`src/source/icache_mem_pkg.sv`:
```
package icache_mem_pkg;

    ////////////////////////////////////////////////////////////////////////////
    // Memory side of the cache
    ////////////////////////////////////////////////////////////////////////////

    // Physical byte address
    localparam int ADDR_WIDTH = 32;

    // One cache line, returned whole by memory
    localparam int LINE_WIDTH = 128;

endpackage

```
`src/source/icache_geom_pkg.sv`:
```
package icache_geom_pkg;

    ////////////////////////////////////////////////////////////////////////////
    // Cache geometry
    ////////////////////////////////////////////////////////////////////////////

    localparam int NSET            = 256;
    localparam int NWAY            = 2;
    localparam int OFFSET_WIDTH    = 4;
    localparam int INDEX_WIDTH     = 8;
    localparam int TAG_WIDTH       = 20;
    // Valid bit on top of the tag
    localparam int TAG_ENTRY_WIDTH = TAG_WIDTH + 1;

    // One address word, seen flat or split into its fields
    typedef union packed {
        logic [TAG_WIDTH+INDEX_WIDTH+OFFSET_WIDTH-1:0] word;
        struct packed {
            logic [TAG_WIDTH-1:0]    tag;
            logic [INDEX_WIDTH-1:0]  index;
            logic [OFFSET_WIDTH-1:0] offset;
        } f;
    } icache_addr_u;

endpackage

```
`src/source/icache_refill_if.sv`:
```
`timescale 1ns/1ps

interface icache_refill_if;

    // Miss requests from the lookup
    logic                                    miss_1;
    logic                                    miss_2;
    logic [icache_mem_pkg::ADDR_WIDTH-1:0]   miss_addr_1;
    logic [icache_mem_pkg::ADDR_WIDTH-1:0]   miss_addr_2;

    // Fill writes from the refill engine
    logic                                    fill_we;
    logic                                    fill_port;
    logic [$clog2(icache_geom_pkg::NWAY)-1:0] fill_way;
    logic [icache_geom_pkg::TAG_WIDTH-1:0]   fill_tag;
    logic [icache_geom_pkg::INDEX_WIDTH-1:0] fill_index;
    logic [icache_mem_pkg::LINE_WIDTH-1:0]   fill_line;
    // One bit per port, bit 0 is port 1
    logic [1:0]                              busy_port;

    modport lookup (
        output miss_1, miss_2, miss_addr_1, miss_addr_2,
        input  fill_we, fill_port, fill_way, fill_tag, fill_index, fill_line, busy_port
    );

    modport refill (
        input  miss_1, miss_2, miss_addr_1, miss_addr_2,
        output fill_we, fill_port, fill_way, fill_tag, fill_index, fill_line, busy_port
    );

endinterface

```
`src/source/icache_refill.sv`:
```
`timescale 1ns/1ps

module icache_refill (
    input  logic                                  clk,
    input  logic                                  rst,
    icache_refill_if.refill                       refill,
    output logic                                  mem_req_o,
    output logic [icache_mem_pkg::ADDR_WIDTH-1:0] mem_addr_o,
    input  logic                                  mem_ready_i,
    input  logic                                  mem_rvalid_i,
    input  logic [icache_mem_pkg::LINE_WIDTH-1:0] mem_line_i
);

    enum logic [1:0] {
        IDLE,
        REQ,
        WAIT
    } state_q, state_d;

    // Served port, 0 is port 1
    logic                                  port_q;
    icache_geom_pkg::icache_addr_u         line_q;
    logic                                  capture;
    logic                                  capture_port;
    icache_geom_pkg::icache_addr_u         capture_line;
    logic [2:0]                            lfsr_q;

    ////////////////////////////////////////////////////////////////////////////
    // Refill FSM
    ////////////////////////////////////////////////////////////////////////////

    always_comb begin
        state_d      = state_q;
        capture      = 1'b0;
        capture_port = 1'b0;
        case (state_q)
            IDLE: begin
                if (refill.miss_1) begin
                    state_d = REQ;
                    capture = 1'b1;
                end else if (refill.miss_2) begin
                    state_d      = REQ;
                    capture      = 1'b1;
                    capture_port = 1'b1;
                end
            end
            REQ: begin
                if (mem_ready_i) begin
                    state_d = WAIT;
                end
            end
            WAIT: begin
                if (mem_rvalid_i) begin
                    // Port 2 next if it was left waiting behind port 1
                    if (!port_q && refill.miss_2) begin
                        state_d      = REQ;
                        capture      = 1'b1;
                        capture_port = 1'b1;
                    end else begin
                        state_d = IDLE;
                    end
                end
            end
            default: begin
                state_d = IDLE;
            end
        endcase
    end

    // Line-aligned copy of the miss address
    always_comb begin
        capture_line          = capture_port ? refill.miss_addr_2 : refill.miss_addr_1;
        capture_line.f.offset = '0;
    end

    always_ff @(posedge clk) begin
        if (rst) begin
            state_q <= IDLE;
            port_q  <= 1'b0;
        end else begin
            state_q <= state_d;
            if (capture) begin
                port_q <= capture_port;
            end
        end
    end

    always_ff @(posedge clk) begin
        if (capture) begin
            line_q <= capture_line;
        end
    end

    // x^3 + x^2 + 1, runs every cycle
    always_ff @(posedge clk) begin
        if (rst) begin
            lfsr_q <= 3'b001;
        end else begin
            lfsr_q <= {lfsr_q[1:0], lfsr_q[2] ^ lfsr_q[1]};
        end
    end

    assign mem_req_o  = state_q == REQ;
    assign mem_addr_o = line_q.word;

    assign refill.busy_port[0] = state_q != IDLE && !port_q;
    assign refill.busy_port[1] = state_q != IDLE && port_q;

    assign refill.fill_we    = state_q == WAIT && mem_rvalid_i;
    assign refill.fill_port  = port_q;
    assign refill.fill_way   = lfsr_q[$clog2(icache_geom_pkg::NWAY)-1:0];
    assign refill.fill_tag   = line_q.f.tag;
    assign refill.fill_index = line_q.f.index;
    assign refill.fill_line  = mem_line_i;

    ////////////////////////////////////////////////////////////////////////////
    // Memory protocol checks
    ////////////////////////////////////////////////////////////////////////////

    assert property (@(posedge clk) disable iff (rst)
        mem_req_o && !mem_ready_i |=> mem_req_o && $stable(mem_addr_o))
    else $error("memory request dropped or changed before acceptance");

    assert property (@(posedge clk) disable iff (rst) mem_rvalid_i |-> state_q == WAIT)
    else $error("memory response with no refill outstanding");

endmodule

```
`src/flat_wrapper.sv`:
```
// flat-port wrapper written by rule: the top's interface ports become plain ports
module icache_refill_flat 
  (clk, rst, mem_req_o, mem_addr_o, mem_ready_i, mem_rvalid_i, mem_line_i, refill_miss_1, refill_miss_2, refill_miss_addr_1, refill_miss_addr_2, refill_fill_we, refill_fill_port, refill_fill_way, refill_fill_tag, refill_fill_index, refill_fill_line, refill_busy_port);
  icache_refill_if refill_i ();
  input  logic clk;
  input  logic rst;
  output logic mem_req_o;
  output logic [icache_mem_pkg::ADDR_WIDTH-1:0] mem_addr_o;
  input  logic mem_ready_i;
  input  logic mem_rvalid_i;
  input  logic [icache_mem_pkg::LINE_WIDTH-1:0] mem_line_i;
  input wire logic [$bits(refill_i.miss_1)-1:0] refill_miss_1;
  input wire logic [$bits(refill_i.miss_2)-1:0] refill_miss_2;
  input wire logic [$bits(refill_i.miss_addr_1)-1:0] refill_miss_addr_1;
  input wire logic [$bits(refill_i.miss_addr_2)-1:0] refill_miss_addr_2;
  output wire logic [$bits(refill_i.fill_we)-1:0] refill_fill_we;
  output wire logic [$bits(refill_i.fill_port)-1:0] refill_fill_port;
  output wire logic [$bits(refill_i.fill_way)-1:0] refill_fill_way;
  output wire logic [$bits(refill_i.fill_tag)-1:0] refill_fill_tag;
  output wire logic [$bits(refill_i.fill_index)-1:0] refill_fill_index;
  output wire logic [$bits(refill_i.fill_line)-1:0] refill_fill_line;
  output wire logic [$bits(refill_i.busy_port)-1:0] refill_busy_port;
  assign refill_i.miss_1 = refill_miss_1;
  assign refill_i.miss_2 = refill_miss_2;
  assign refill_i.miss_addr_1 = refill_miss_addr_1;
  assign refill_i.miss_addr_2 = refill_miss_addr_2;
  assign refill_fill_we = refill_i.fill_we;
  assign refill_fill_port = refill_i.fill_port;
  assign refill_fill_way = refill_i.fill_way;
  assign refill_fill_tag = refill_i.fill_tag;
  assign refill_fill_index = refill_i.fill_index;
  assign refill_fill_line = refill_i.fill_line;
  assign refill_busy_port = refill_i.busy_port;
  icache_refill u_core (.clk(clk), .rst(rst), .refill(refill_i), .mem_req_o(mem_req_o), .mem_addr_o(mem_addr_o), .mem_ready_i(mem_ready_i), .mem_rvalid_i(mem_rvalid_i), .mem_line_i(mem_line_i));
endmodule
```
`config.mk`:
```
export PLATFORM = sky130hd
export DESIGN_NAME = icache_refill_flat
export DESIGN_NICKNAME = d
export VERILOG_FILES = /design/src/source/icache_mem_pkg.sv /design/src/source/icache_geom_pkg.sv /design/src/source/icache_refill_if.sv /design/src/source/icache_refill.sv /design/src/flat_wrapper.sv
export SDC_FILE = /design/constraint.sdc
export NUM_CORES = 1
export LEC_CHECK = 0
export BUFFER_PORTS_ARGS = -buffer_cell sky130_fd_sc_hd__buf_4
export CORE_AREA = 4 4 151 153
export CTS_CLUSTER_DIAMETER = 60
export DETAILED_ROUTE_END_ITERATION = 12
export DIE_AREA = 0 0 155 157
export PLACE_DENSITY_LB_ADDON = 0.08
export SLEW_MARGIN = 0
export SYNTH_ARGS = -nofsm -noshare
export SYNTH_HDL_FRONTEND = slang
export SYNTH_SLANG_ARGS = --single-unit
```
`constraint.sdc`:
```
create_clock -name clk -period 1.57 [get_ports clk]
set_input_delay 0.314 -clock clk [delete_from_list [all_inputs] [get_ports clk]]
set_output_delay 0.314 -clock clk [all_outputs]
set_load 0.02 [all_outputs]
```
==> summary.md, run 1 <==
The root buffer cell was clkbuf_16. The floorplan step defined a die boundary enclosing 24300 um2. The kind of launch point of the worst setup path is a flip-flop. The share of the cycle needed by the critical path after routing was 0.990; the starting density of the core was 0.127.

The largest voltage drop on the vdd net came out at 328 uV. The sum of negative setup slack came out at 0 ps. In the post-route analysis, the smallest setup slack over all paths is 16.4 ps. Row count: 54. Maximum net fanout on the critical path: 21. The final core utilization was 0.144. The instance count of the mapped netlist is 248.

The tools report the source-to-sink clock delay at the later pin of the worst-skew pair as 280 ps. In the final design database the tool counted 429 nets. Port buffering added 123 buffers. For this run, the number of Yosys warnings is 0. The worst endpoint required time is 1600 ps, and the met1 capacity usage during global routing is 0.0506. The first global-routing pass estimated 11200 um of wire. The average wire per cell in the routed design was 17.0 um; the die span in y was 157 um. The library cells used most frequently in the layout, excluding fill and tap cells, are buf_4 (133), edfxtp_1 (28), mux2_4 (23). For this block, the routed nets add up to 8700 um of wire.

After the first detailed-routing iteration, the DRC count stood at 32. The number of H-tree branching levels was 2; the count of pins over their slew limit was 0. Dividing the detail-routed via count by the number of cells gives 2.87.

The static leakage power was 1.36 nW. The flop and latch count out of synthesis works out to 34. The area added between synthesis and finish is 13.3%. The clock passes through at most 2 buffers. The average instance in the mapped netlist occupies 11.1 um2. The number of antenna violations at the first check in global routing is 0, and the count of TritonRoute iterations in the first routing pass is 4. The mapped netlist covers 2750 um2. The run gives 0 as the final count of hold timing violations. Setup violations remaining at the end of the flow were counted as 0.

The routing usage on met2 is 0.116, and the HPWL after detailed placement is 7310 um. The congestion estimate from routability-driven global placement came to 0.640. The run gives 0.0649 as the aggregate global-route resource usage. The number of clock sinks is 34, and the number of buffers added by the clock tree synthesis step is 5. The run gives 0 as the global-route congestion overflow total.

The synthesized netlist contains 21 unique library cells. The run gives 0.644 GHz as the highest clock frequency the design can meet. The library cell used most frequently in the layout, excluding fill and tap cells, is buf_4.

Entering global routing, the biggest net connects 23 pins. After detailed routing, the number of remaining DRC violations is 0. The number of global-route vias before repair is 1466. The worst setup path is captured at a flip-flop. 0 antenna diodes ended up in the layout.

TritonCTS built the clock tree. At the worst endpoint, the arrival time is 1590 ps. The worst setup timing slack at the placement stage was -97.9 ps; the sequential cell area fraction in the yosys report was 0.350. The number of nets with antenna violations after routing is 0. Power spread over the standard cell area amounts to 1040 nW/um2.

The hold-critical path depth was 2. The flow ran to the end, and the final reports show no timing, DRC or antenna violations. For the placeable core region, the log shows 21600 um2. The die width is 155 um.

Across the routed clock network, the largest skew measured is 4.72 ps. Total via count in the routed design: 1470. The proportion of layout cells with a drive suffix above 1 works out to 0.784. The number of primary I/O pins is 392, and the clock-pin slew on the worst setup and hold paths is 60 ps. The global-route met3 utilization was 0.0410. Max-cap violations in this run came to 0. In this run the most used layer during global routing was met2.

The class of the most critical setup path was reg2reg. The number of cells on the worst reg-to-reg path is 4. The path class of the tightest hold or removal check is in2reg.

Setup repair after global routing could not meet its margin everywhere. After layout, the minimum clock period comes to 1550 ps.
## layout make-up
type | count | area [um2]
Fill cell | 2434 | 18400
Timing Repair Buffer | 135 | 1040
Sequential cell | 34 | 970
Multi-Input combinational cell | 53 | 602
Tap cell | 280 | 350
Clock buffer | 6 | 129
Inverter | 2 | 11.3
Clock inverter | 2 | 8.76
## layer usage
| layer | wire (um) | part of all wire |
|---|---|---|
| met1 | 2340 | 0.27 |
| met5 | 0 | 0 |
| met3 | 1330 | 0.15 |
| met4 | 465 | 0.053 |
| met2 | 4570 | 0.53 |
## cells in the mapped netlist
library cell	n	area [um2]
buf_4	160	1200
edfxtp_1	28	841
mux2_4	20	300
mux2_2	8	90.1
dfxtp_1	6	120
nor2_1	5	18.8
nor2b_1	3	18.8
a21oi_1	2	10.0
buf_6	2	22.5
inv_1	2	7.51
nand2b_1	2	12.5
a221oi_1	1	8.76
a22oi_1	1	7.51
and3b_1	1	8.76
and4bb_2	1	12.5
conb_1	1	3.75
nor3_1	1	5.00
nor4bb_4	1	25.0
o21ai_4	1	16.3
or2_2	1	6.26
xnor2_1	1	8.76
## critical path, stage by stage (launching register included)
cell,delay (ps)
dfxtp_4,350
nor4bb_4,330
o21ai_4,120
buf_12,180
mux2_4,310
## metrics by stage
step / power [W] / hold slack, ps / cells / instance area (um2)
after floorplan: 0.00231 / 376 / 251 / 2780
after global placement: 0.00229 / 448 / 503 / 2930
after detailed placement: 0.00228 / 450 / 503 / 2930
after CTS: 0.00332 / 218 / 511 / 3090
after global routing: 0.00340 / 238 / 512 / 3110
final: 0.00323 / 232 / 512 / 3110
## sequential cells by signal, summed over array words and instances (netlist names)
signal                   count
u_core.lfsr_q                3
u_core.mem_addr_o           28
u_core.refill.fill_port      1
u_core.state_q               2
## final timing paths
| path | start | to | slack (ps) |
|---|---|---|---|
| hold reg to reg | u_core.lfsr_q[2] | u_core.lfsr_q[0] | 460 |
| hold / removal | refill_miss_1 | u_core.refill.fill_port | 230 |
| setup reg to reg | u_core.refill.fill_port | u_core.mem_addr_o[21] | 20 |
| setup / recovery | u_core.refill.fill_port | u_core.mem_addr_o[21] | 20 |
## power breakdown
| part | switching (W) | total (W) | internal [W] |
|---|---|---|---|
| Clock | 0.000395 | 0.000977 | 0.000581 |
| Combinational | 0.000520 | 0.00105 | 0.000527 |
| Sequential | 0.0000740 | 0.00120 | 0.00113 |
## timing repair
action | 4_1_cts | 5_1_grt
setup endpoints to repair | 23 | 59
pin swaps | 0 | 1
gates resized for setup | 5 | 5
setup buffers | 0 | 1
hold buffers | 0 | 0
## kinds of logic after synthesis
kind of cell	after synthesis	synth area share
other	1	0.00137
AOI/OAI and AO/OA	5	0.0155
muxes	28	0.142
DFF	34	0.350
buffers and inverters	164	0.448
and+or+nand+nor	15	0.0392
xor gates and xnor gates	1	0.00319
(Power assumes the default switching activity.)
==> run 2, diff against run 1 <==
--- a/config.mk
+++ b/config.mk
@@ -5,12 +5,14 @@
 export SDC_FILE = /design/constraint.sdc
 export NUM_CORES = 1
 export LEC_CHECK = 0
+export ABC_AREA = 1
 export BUFFER_PORTS_ARGS = -buffer_cell sky130_fd_sc_hd__buf_4
-export CORE_AREA = 4 4 151 153
+export CORE_AREA = 4 4 152 154
+export CTS_BUF_LIST = sky130_fd_sc_hd__clkbuf_2 sky130_fd_sc_hd__clkbuf_4 sky130_fd_sc_hd__clkbuf_8
 export CTS_CLUSTER_DIAMETER = 60
 export DETAILED_ROUTE_END_ITERATION = 12
-export DIE_AREA = 0 0 155 157
-export PLACE_DENSITY_LB_ADDON = 0.08
+export DIE_AREA = 0 0 156 158
+export PLACE_DENSITY = 0.46
 export SLEW_MARGIN = 0
 export SYNTH_ARGS = -nofsm -noshare
 export SYNTH_HDL_FRONTEND = slang
==> summary.md, run 2 <==
The run finished with clean final reports. At the worst endpoint, the required time is 1260 ps. The final route contains 1813 vias. The starting density of the core is 0.128, and the compound-gate portion of the synthesized area is 0.00721. The share of synthesized area spent on multiplexers came out at 0. Uppermost metal layer occupied by signal nets: met4. Setup repair after global routing could not meet its margin everywhere.

The final count of hold timing violations was 0; the routed wire length was 8580 um. In this design, the critical path's most frequently occurring cell is buf_4. The die covers 24600 um2.

For the sequential cell area fraction in the yosys report, the log shows 0.346. The tools report the number of global-route vias before repair as 1815. The area fraction in and, or, nand and nor cells after synthesis is 0.171. The worst register-to-register path has a depth of 4. The proportion of layout cells with a drive suffix above 1 was 0.492. The most frequently used cell type in the post-synthesis netlist was buf_4.

The flop and latch count out of synthesis was 34. The run gives 0 as the total setup buffers inserted after CTS. The critical path crosses 4 cells after its start point.

The share of the cycle needed by the critical path after routing is 0.942. The leading cell type in the layout, fill and taps excluded is buf_4. Fraction of registers with async set/reset: 0. Pin placement for this block handled 392 I/O pins. The first TritonRoute pass finished after 5 iterations. Across the VDD grid, the largest voltage drop is 186 uV. Leaving out filler cells and counting taps, the final layout contains 581. Maximum cell stage delay along the critical path: 340 ps. The detailed-routed wire length on met3 is 1510 um, and the first-pass GRT wire length is 11200 um.

The number of antenna violations at the first check in global routing was 0; the static leakage power was 1.39 nW. Once detailed placement completed, the half-perimeter wirelength came to 6990 um. The repair_antennas step left the layout with diodes totalling 0.

The run gives 108 as the number of violations reported at the end of detailed-routing iteration 0. Clock tree synthesis found a total of 34 sinks. The H-tree was split into 2 levels. The run gives 326 as the instance count of the mapped netlist.

Entering global routing, the biggest net connects 29 pins. Cell type with the highest aggregate area in the netlist: buf_4. The synthesized-area fraction occupied by adder cells is 0. In this run the power density over the cells is 942 nW/um2. During placement, the flow inserted port buffers numbering 123. The tools report the global-route congestion overflow total as 0. The slowest cell on the critical path was dfxtp_1.

The final layout contains 498 nets. Measured along the y axis, the die boundary spans 158 um. The number of buffer and inverter stages on the critical path came out at 2. Area share of the largest cell type after synthesis: 0.432.

The maximum net fanout on the critical path is 3. The run gives 21700 um2 as the placeable core region. In this run the mean area of a mapped cell was 8.52 um2.

The post-synthesis cell area came out at 2780 um2. The signal on the critical path passes through nor2_2 -> buf_4 -> nor2_1 -> buf_4. The average wire per cell in the routed design works out to 14.8 um.

The tools report the row count as 54. The clock-pin slew on the worst setup and hold paths came out at 80 ps. The run gives 0.689 as the weighted congestion reported at the end of routability-driven placement.

The detailed router put a total of 2780 um of wire on met1. The longest clock path from root to sink contains 2 buffers. Timing would allow up to 0.676 GHz. After layout, the worst setup slack is 91.5 ps. The hold-critical path depth came out at 2.

Number of flip-flops under the largest register name: 28. The class of the tightest hold or removal check was in2reg. The tool flagged a number of max-cap violations equal to 0. Once placement completed, the tool counted placed cells totaling 573. By area, the combinational part of the netlist is dominated by buffers and inverters.

The count of synthesis-stage warnings from yosys was 0; the number of design rule violations left after detail routing was 0. The worst setup timing slack at the placement stage came out at 127 ps. In the layout the commonest cells are buf_4 (130), nand2_1 (62), nand3_1 (31). Grouping stages by cell kind, the critical path spends the most delay in flip-flops.

Measured along the x axis, the die boundary spans 156 um. The class of the most critical setup path is reg2out. TritonCTS built the clock tree. The worst setup path is launched from a flip-flop. The tools report the capturing element type of the critical path as a primary output. For the post-synthesis cell type count, the log shows 19. The number of failing setup endpoints in the final timing report was 0; the clock skew was 2.70 ps. The average via count per standard cell came out at 3.12. For the worst-skew pair, the clock arrives at the later sink with an insertion delay of 290 ps. The met2 wire length was 3770 um; the area added between synthesis and finish was 7.57%. At the worst endpoint, the arrival time is 1160 ps. By count the netlist is led by buf_4 (160), nand2_1 (63), nand3_1 (31).

The run gives 0 as the count of pins over their slew limit. Ranked by total cell area, the synthesized netlist is headed by buf_4 (43%), edfxtp_1 (30%), nand2_1 (8.5%). Once detail routing completed, the nets flagged for antenna violations numbered 0. For the number of buffers added by the clock tree synthesis step, the log shows 5.

The root buffer cell is clkbuf_8. The most instantiated flip-flop cell in the synthesis netlist is edfxtp_1. The aggregate global-route resource usage was 0.0622; the area share of xor/xnor cells in the synthesized design was 0. In this run, synthesis inferred 28 flip-flops with an integrated enable. For the finished layout, the period the worst path requires is 1480 ps. The layout has 2473 filler cells.
-- run 2: changes by cell type in the layout (fill, tap and decap cells not counted), moves of 3 or more --
| cell | before | now |
|---|---|---|
| nand3_1 | 0 | 31 |
| clkbuf_16 | 5 | 0 |
| nand2_1 | 0 | 62 |
| inv_1 | 1 | 11 |
| clkbuf_8 | 0 | 5 |
| nor2_1 | 2 | 7 |
| mux2_4 | 23 | 0 |
| mux2_2 | 5 | 0 |
| buf_4 | 133 | 130 |
-- run 2: metal layers --
| metal | vias to the layer above | global-route usage |
|---|---|---|
| li1 | 810 | - |
| met1 | 765 | 0.0578 |
| met2 | 179 | 0.0942 |
| met3 | 59 | 0.0451 |
| met4 | 0 | 0.0471 |
| met5 | - | 0 |
-- run 2: area by class of cell --
type | count | area, um2 | area share
clock buffer | 6 | 76.3 | 0.0255
sequential | 34 | 962 | 0.322
timing repair buffer | 132 | 1020 | 0.340
tap | 280 | 350 | 0.117
multi-input combinational | 115 | 529 | 0.177
clock inverter | 2 | 8.76 | 0.00293
inverter | 12 | 45.0 | 0.0151
-- run 2: worst reg2reg max path, cell delays in order (launching register included) --
cell,delay [ps]
dfxtp_1,340
nor2_2,200
o21ai_0,230
nand2_4,160
buf_12,170
-- run 2: cell families after synthesis --
| group | count (synthesis) |
|---|---|
| compound gates | 4 |
| buf+inv | 180 |
| simple gates | 107 |
| flops | 34 |
| other cells | 1 |
-- run 2: path summary, 6_finish.rpt --
path	slack (ps)	start	end
worst max-delay path	90	u_core.state_q[1]	refill_busy_port[0]
worst min-delay path	220	rst	u_core.state_q[1]
worst max register to register	180	u_core.state_q[1]	u_core.mem_addr_o[12]
worst min register to register	430	u_core.lfsr_q[0]	u_core.lfsr_q[1]
-- run 2: timing repair --
item,4_1_cts,5_1_grt
hold buffers,0,0
gates resized for setup,2,1
endpoints found under the setup margin,1,3
pin swaps,0,0
-- run 2: through the flow --
stage	utilization	setup TNS [ps]	hold slack (ps)	power (W)	area, um2
finish	0.138	0	219	0.00281	2990
global route	0.138	-28.2	211	0.00299	2990
CTS	0.137	0	198	0.00290	2980
detailed placement	0.133	0	423	0.00219	2890
global placement	0.133	0	420	0.00218	2890
floorplan	-	0	383	0.00226	2800
-- run 2: power breakdown --
| part | internal, W | total (W) | switching, W |
|---|---|---|---|
| Clock | 0.000323 | 0.000669 | 0.000346 |
| Sequential | 0.00112 | 0.00119 | 0.0000687 |
| Combinational | 0.000430 | 0.000955 | 0.000525 |
==> run 3, diff against run 2 <==
--- a/config.mk
+++ b/config.mk
@@ -6,7 +6,7 @@
 export NUM_CORES = 1
 export LEC_CHECK = 0
 export ABC_AREA = 1
-export BUFFER_PORTS_ARGS = -buffer_cell sky130_fd_sc_hd__buf_4
+export BUFFER_PORTS_ARGS = -buffer_cell sky130_fd_sc_hd__buf_2
 export CORE_AREA = 4 4 152 154
 export CTS_BUF_LIST = sky130_fd_sc_hd__clkbuf_2 sky130_fd_sc_hd__clkbuf_4 sky130_fd_sc_hd__clkbuf_8
 export CTS_CLUSTER_DIAMETER = 60
==> summary.md, run 3 (same netlist as run 2, synthesis figures left out) <==
The register with the most flip-flops in the layout has 28 of them. Compared with the post-synthesis result, the final layout area differs by -3.29%. The aggregate global-route resource usage is 0.0619.

The logs give 392 for the number of primary I/O pins and 2 for the number of antenna violations at the first check in global routing. The number of buffer and inverter stages on the critical path was 2; the maximum cell stage delay along the critical path was 350 ps. Root buffer cell: clkbuf_8.

In the routed design, unresolved DRC markers number 0. The share of total power consumed by net switching is 0.350, and the routed wire length is 8380 um. For the worst setup path, the data arrival time is 1180 ps. The final core utilization came out at 0.124. Clock tree synthesis inserted a total of 5 buffers.

Clock skew on the completed layout was measured at 9.79 ps. The worst register-to-register path has a setup slack of 170 ps. For this run, the detailed router's first-pass iteration total came to 4. In this run the power density over the cells is 992 nW/um2. In this run the vertical extent of the chip is 158 um. Global-route met3 utilization: 0.0440. Class of the most critical setup path: reg2out. The die width was 156 um. The capturing element type of the critical path was a primary output. The kind of launch point of the worst setup path was a flip-flop.

For this design, the sink count on the clock tree is 34. Detailed routing inserted a total of 1835 vias. The count of nets left with antenna violations once routing finished came out at 0. For the fraction of power consumed by sequential logic, the log shows 0.442. The worst hold path begins at rst. The number of failing setup endpoints in the final timing report came out at 0. The run gives 0.252 as the clock network power share.

For this run, the post-layout net count is 497. The logs give 2467 for the number of inserted filler cells in the final layout and 0.00266 W for the post-layout total power. For this design the static power due to leakage is 1.28 nW. The highest clock frequency the design can meet came out at 0.668 GHz. In the final layout, flip-flops and latches occupy 962 um2.

For the final routed database, the setup TNS stands at 0 ps. The average via count per standard cell works out to 3.16. The tools report the max-cap check violation count as 0. In this design, the largest share of critical-path delay is due to flip-flops. The class of the tightest hold or removal check was in2reg. Setup repair after global routing left no endpoint under its margin.

The run gives 0.694 as the weighted congestion reported at the end of routability-driven placement. The area of combinational cells with multiple inputs is 526 um2. The share of the cycle needed by the critical path after routing was 0.954; the power share of the combinational group was 0.306. In this run, the number of DRC markers left after iteration 0 of detailed routing was 103. The total area inside the core boundary comes to 21700 um2. Number of H-tree branching levels: 2. In this run the core area contains 54 standard-cell rows.

The repair_antennas step left the layout with diodes totalling 0. The run gives 0 as the final count of hold timing violations. For this design, the slowest cell found on the critical path is dfxtp_1. Traced cell by cell, the critical path runs through nor2_2 -> buf_4 -> nor2_1 -> buf_2. TritonCTS built the clock tree. Of all nets on the critical path, the largest fanout is 3. The HPWL after detailed placement is 6740 um. Clock-pin slew was measured on the worst setup and hold paths at 80 ps. Peak-usage layer in the global routing report: met2.

The tools report the starting density of the core as 0.128. In the final routed layout, each cell accounts on average for 14.4 um. For the finished layout, the period the worst path requires is 1500 ps.

Worst flop-to-flop path startpoint: u_core.state_q[1]. The leading cell type in the layout, fill and taps excluded was buf_2. The number of input and output port buffers inserted is 123. The critical path starts at u_core.state_q[1].

The library cells used most frequently in the layout, excluding fill and tap cells, are buf_2 (121), nand2_1 (62), nand3_1 (31). The proportion of layout cells with a drive suffix above 1 is 0.493, and the count of pins over their slew limit is 0. The later pin in the worst-skew pair is clocked with a latency of 290 ps. The run gives 0 as the global-route congestion overflow total.

The flow ran to the end, and the final reports show no timing, DRC or antenna violations. The tools report the total internal power as 0.00173 W. The analysis attributes to net switching a power of 0.000933 W. The total die area is 24600 um2. STA puts the critical path data required time at 1260 ps.

The number of hold-repair buffers added at the cts stage was 0; the first-pass GRT wire length was 11200 um. The run gives 0.0940 as the routing usage on met2. The logs give 0 for the total setup buffers inserted after CTS and 1807 for the number of global-route vias before repair. IR analysis of the VDD net gives a maximum drop of 269 uV.

Entering global routing, the biggest net connects 29 pins. The met1 capacity usage during global routing was 0.0572; the maximum number of buffers from clock root to sink was 2.
[run 3: layout make-up]
type / instances / share of cell area
Sequential cell: 34 / 0.358
Timing Repair Buffer: 131 / 0.267
Tap cell: 280 / 0.130
Inverter: 12 / 0.0168
Multi-Input combinational cell: 115 / 0.196
Clock inverter: 2 / 0.00326
Clock buffer: 6 / 0.0284
[run 3: path summary, 6_finish.rpt]
check        cells past startpoint              endpoint
min reg2reg                      2      u_core.lfsr_q[1]
max                              4   refill_busy_port[0]
min                              2     u_core.state_q[1]
max reg2reg                      4  u_core.mem_addr_o[5]
[run 3: power groups by stage]
stage          combinational (W)  clock [W]  sequential [W]
2_1_floorplan           0.000938          0         0.00132
3_3_place_gp            0.000831          0         0.00120
3_5_place_dp            0.000833          0         0.00120
4_1_cts                 0.000837   0.000727         0.00118
5_1_grt                 0.000891   0.000753         0.00119
6_report                0.000816   0.000672         0.00118
[run 3: timing repair]
| item | 4_1_cts | 5_1_grt |
|---|---|---|
| gates cloned | 0 | 0 |
| setup endpoints to repair | 2 | 1 |
| resized for setup | 4 | 1 |
| pin swaps | 0 | 0 |
[run 3: through the flow]
step | instance area [um2] | std cells | worst slack, ps | hold WS, ps
after detailed placement | 2590 | 572 | 110 | 418
final | 2690 | 580 | 73.0 | 255
after global routing | 2690 | 580 | 3.96 | 264
after CTS | 2680 | 580 | 41.9 | 249
after floorplan | 2800 | 329 | 127 | 383
after global placement | 2590 | 572 | 115 | 415
[run 3: worst register-to-register path: cells and delay by family, from the launching register on]
family | cells | cell delay (ps)
buffers and inverters | 1 | 170
DFF | 1 | 350
AOI/OAI and AO/OA | 1 | 220
and+or+nand+nor | 2 | 350
[run 3: per-layer routing]
metal | part of all wire | vias to the layer above
li1 | - | 805
met1 | 0.31 | 780
met2 | 0.44 | 184
met3 | 0.18 | 62
met4 | 0.063 | 4
met5 | 0.0025 | -
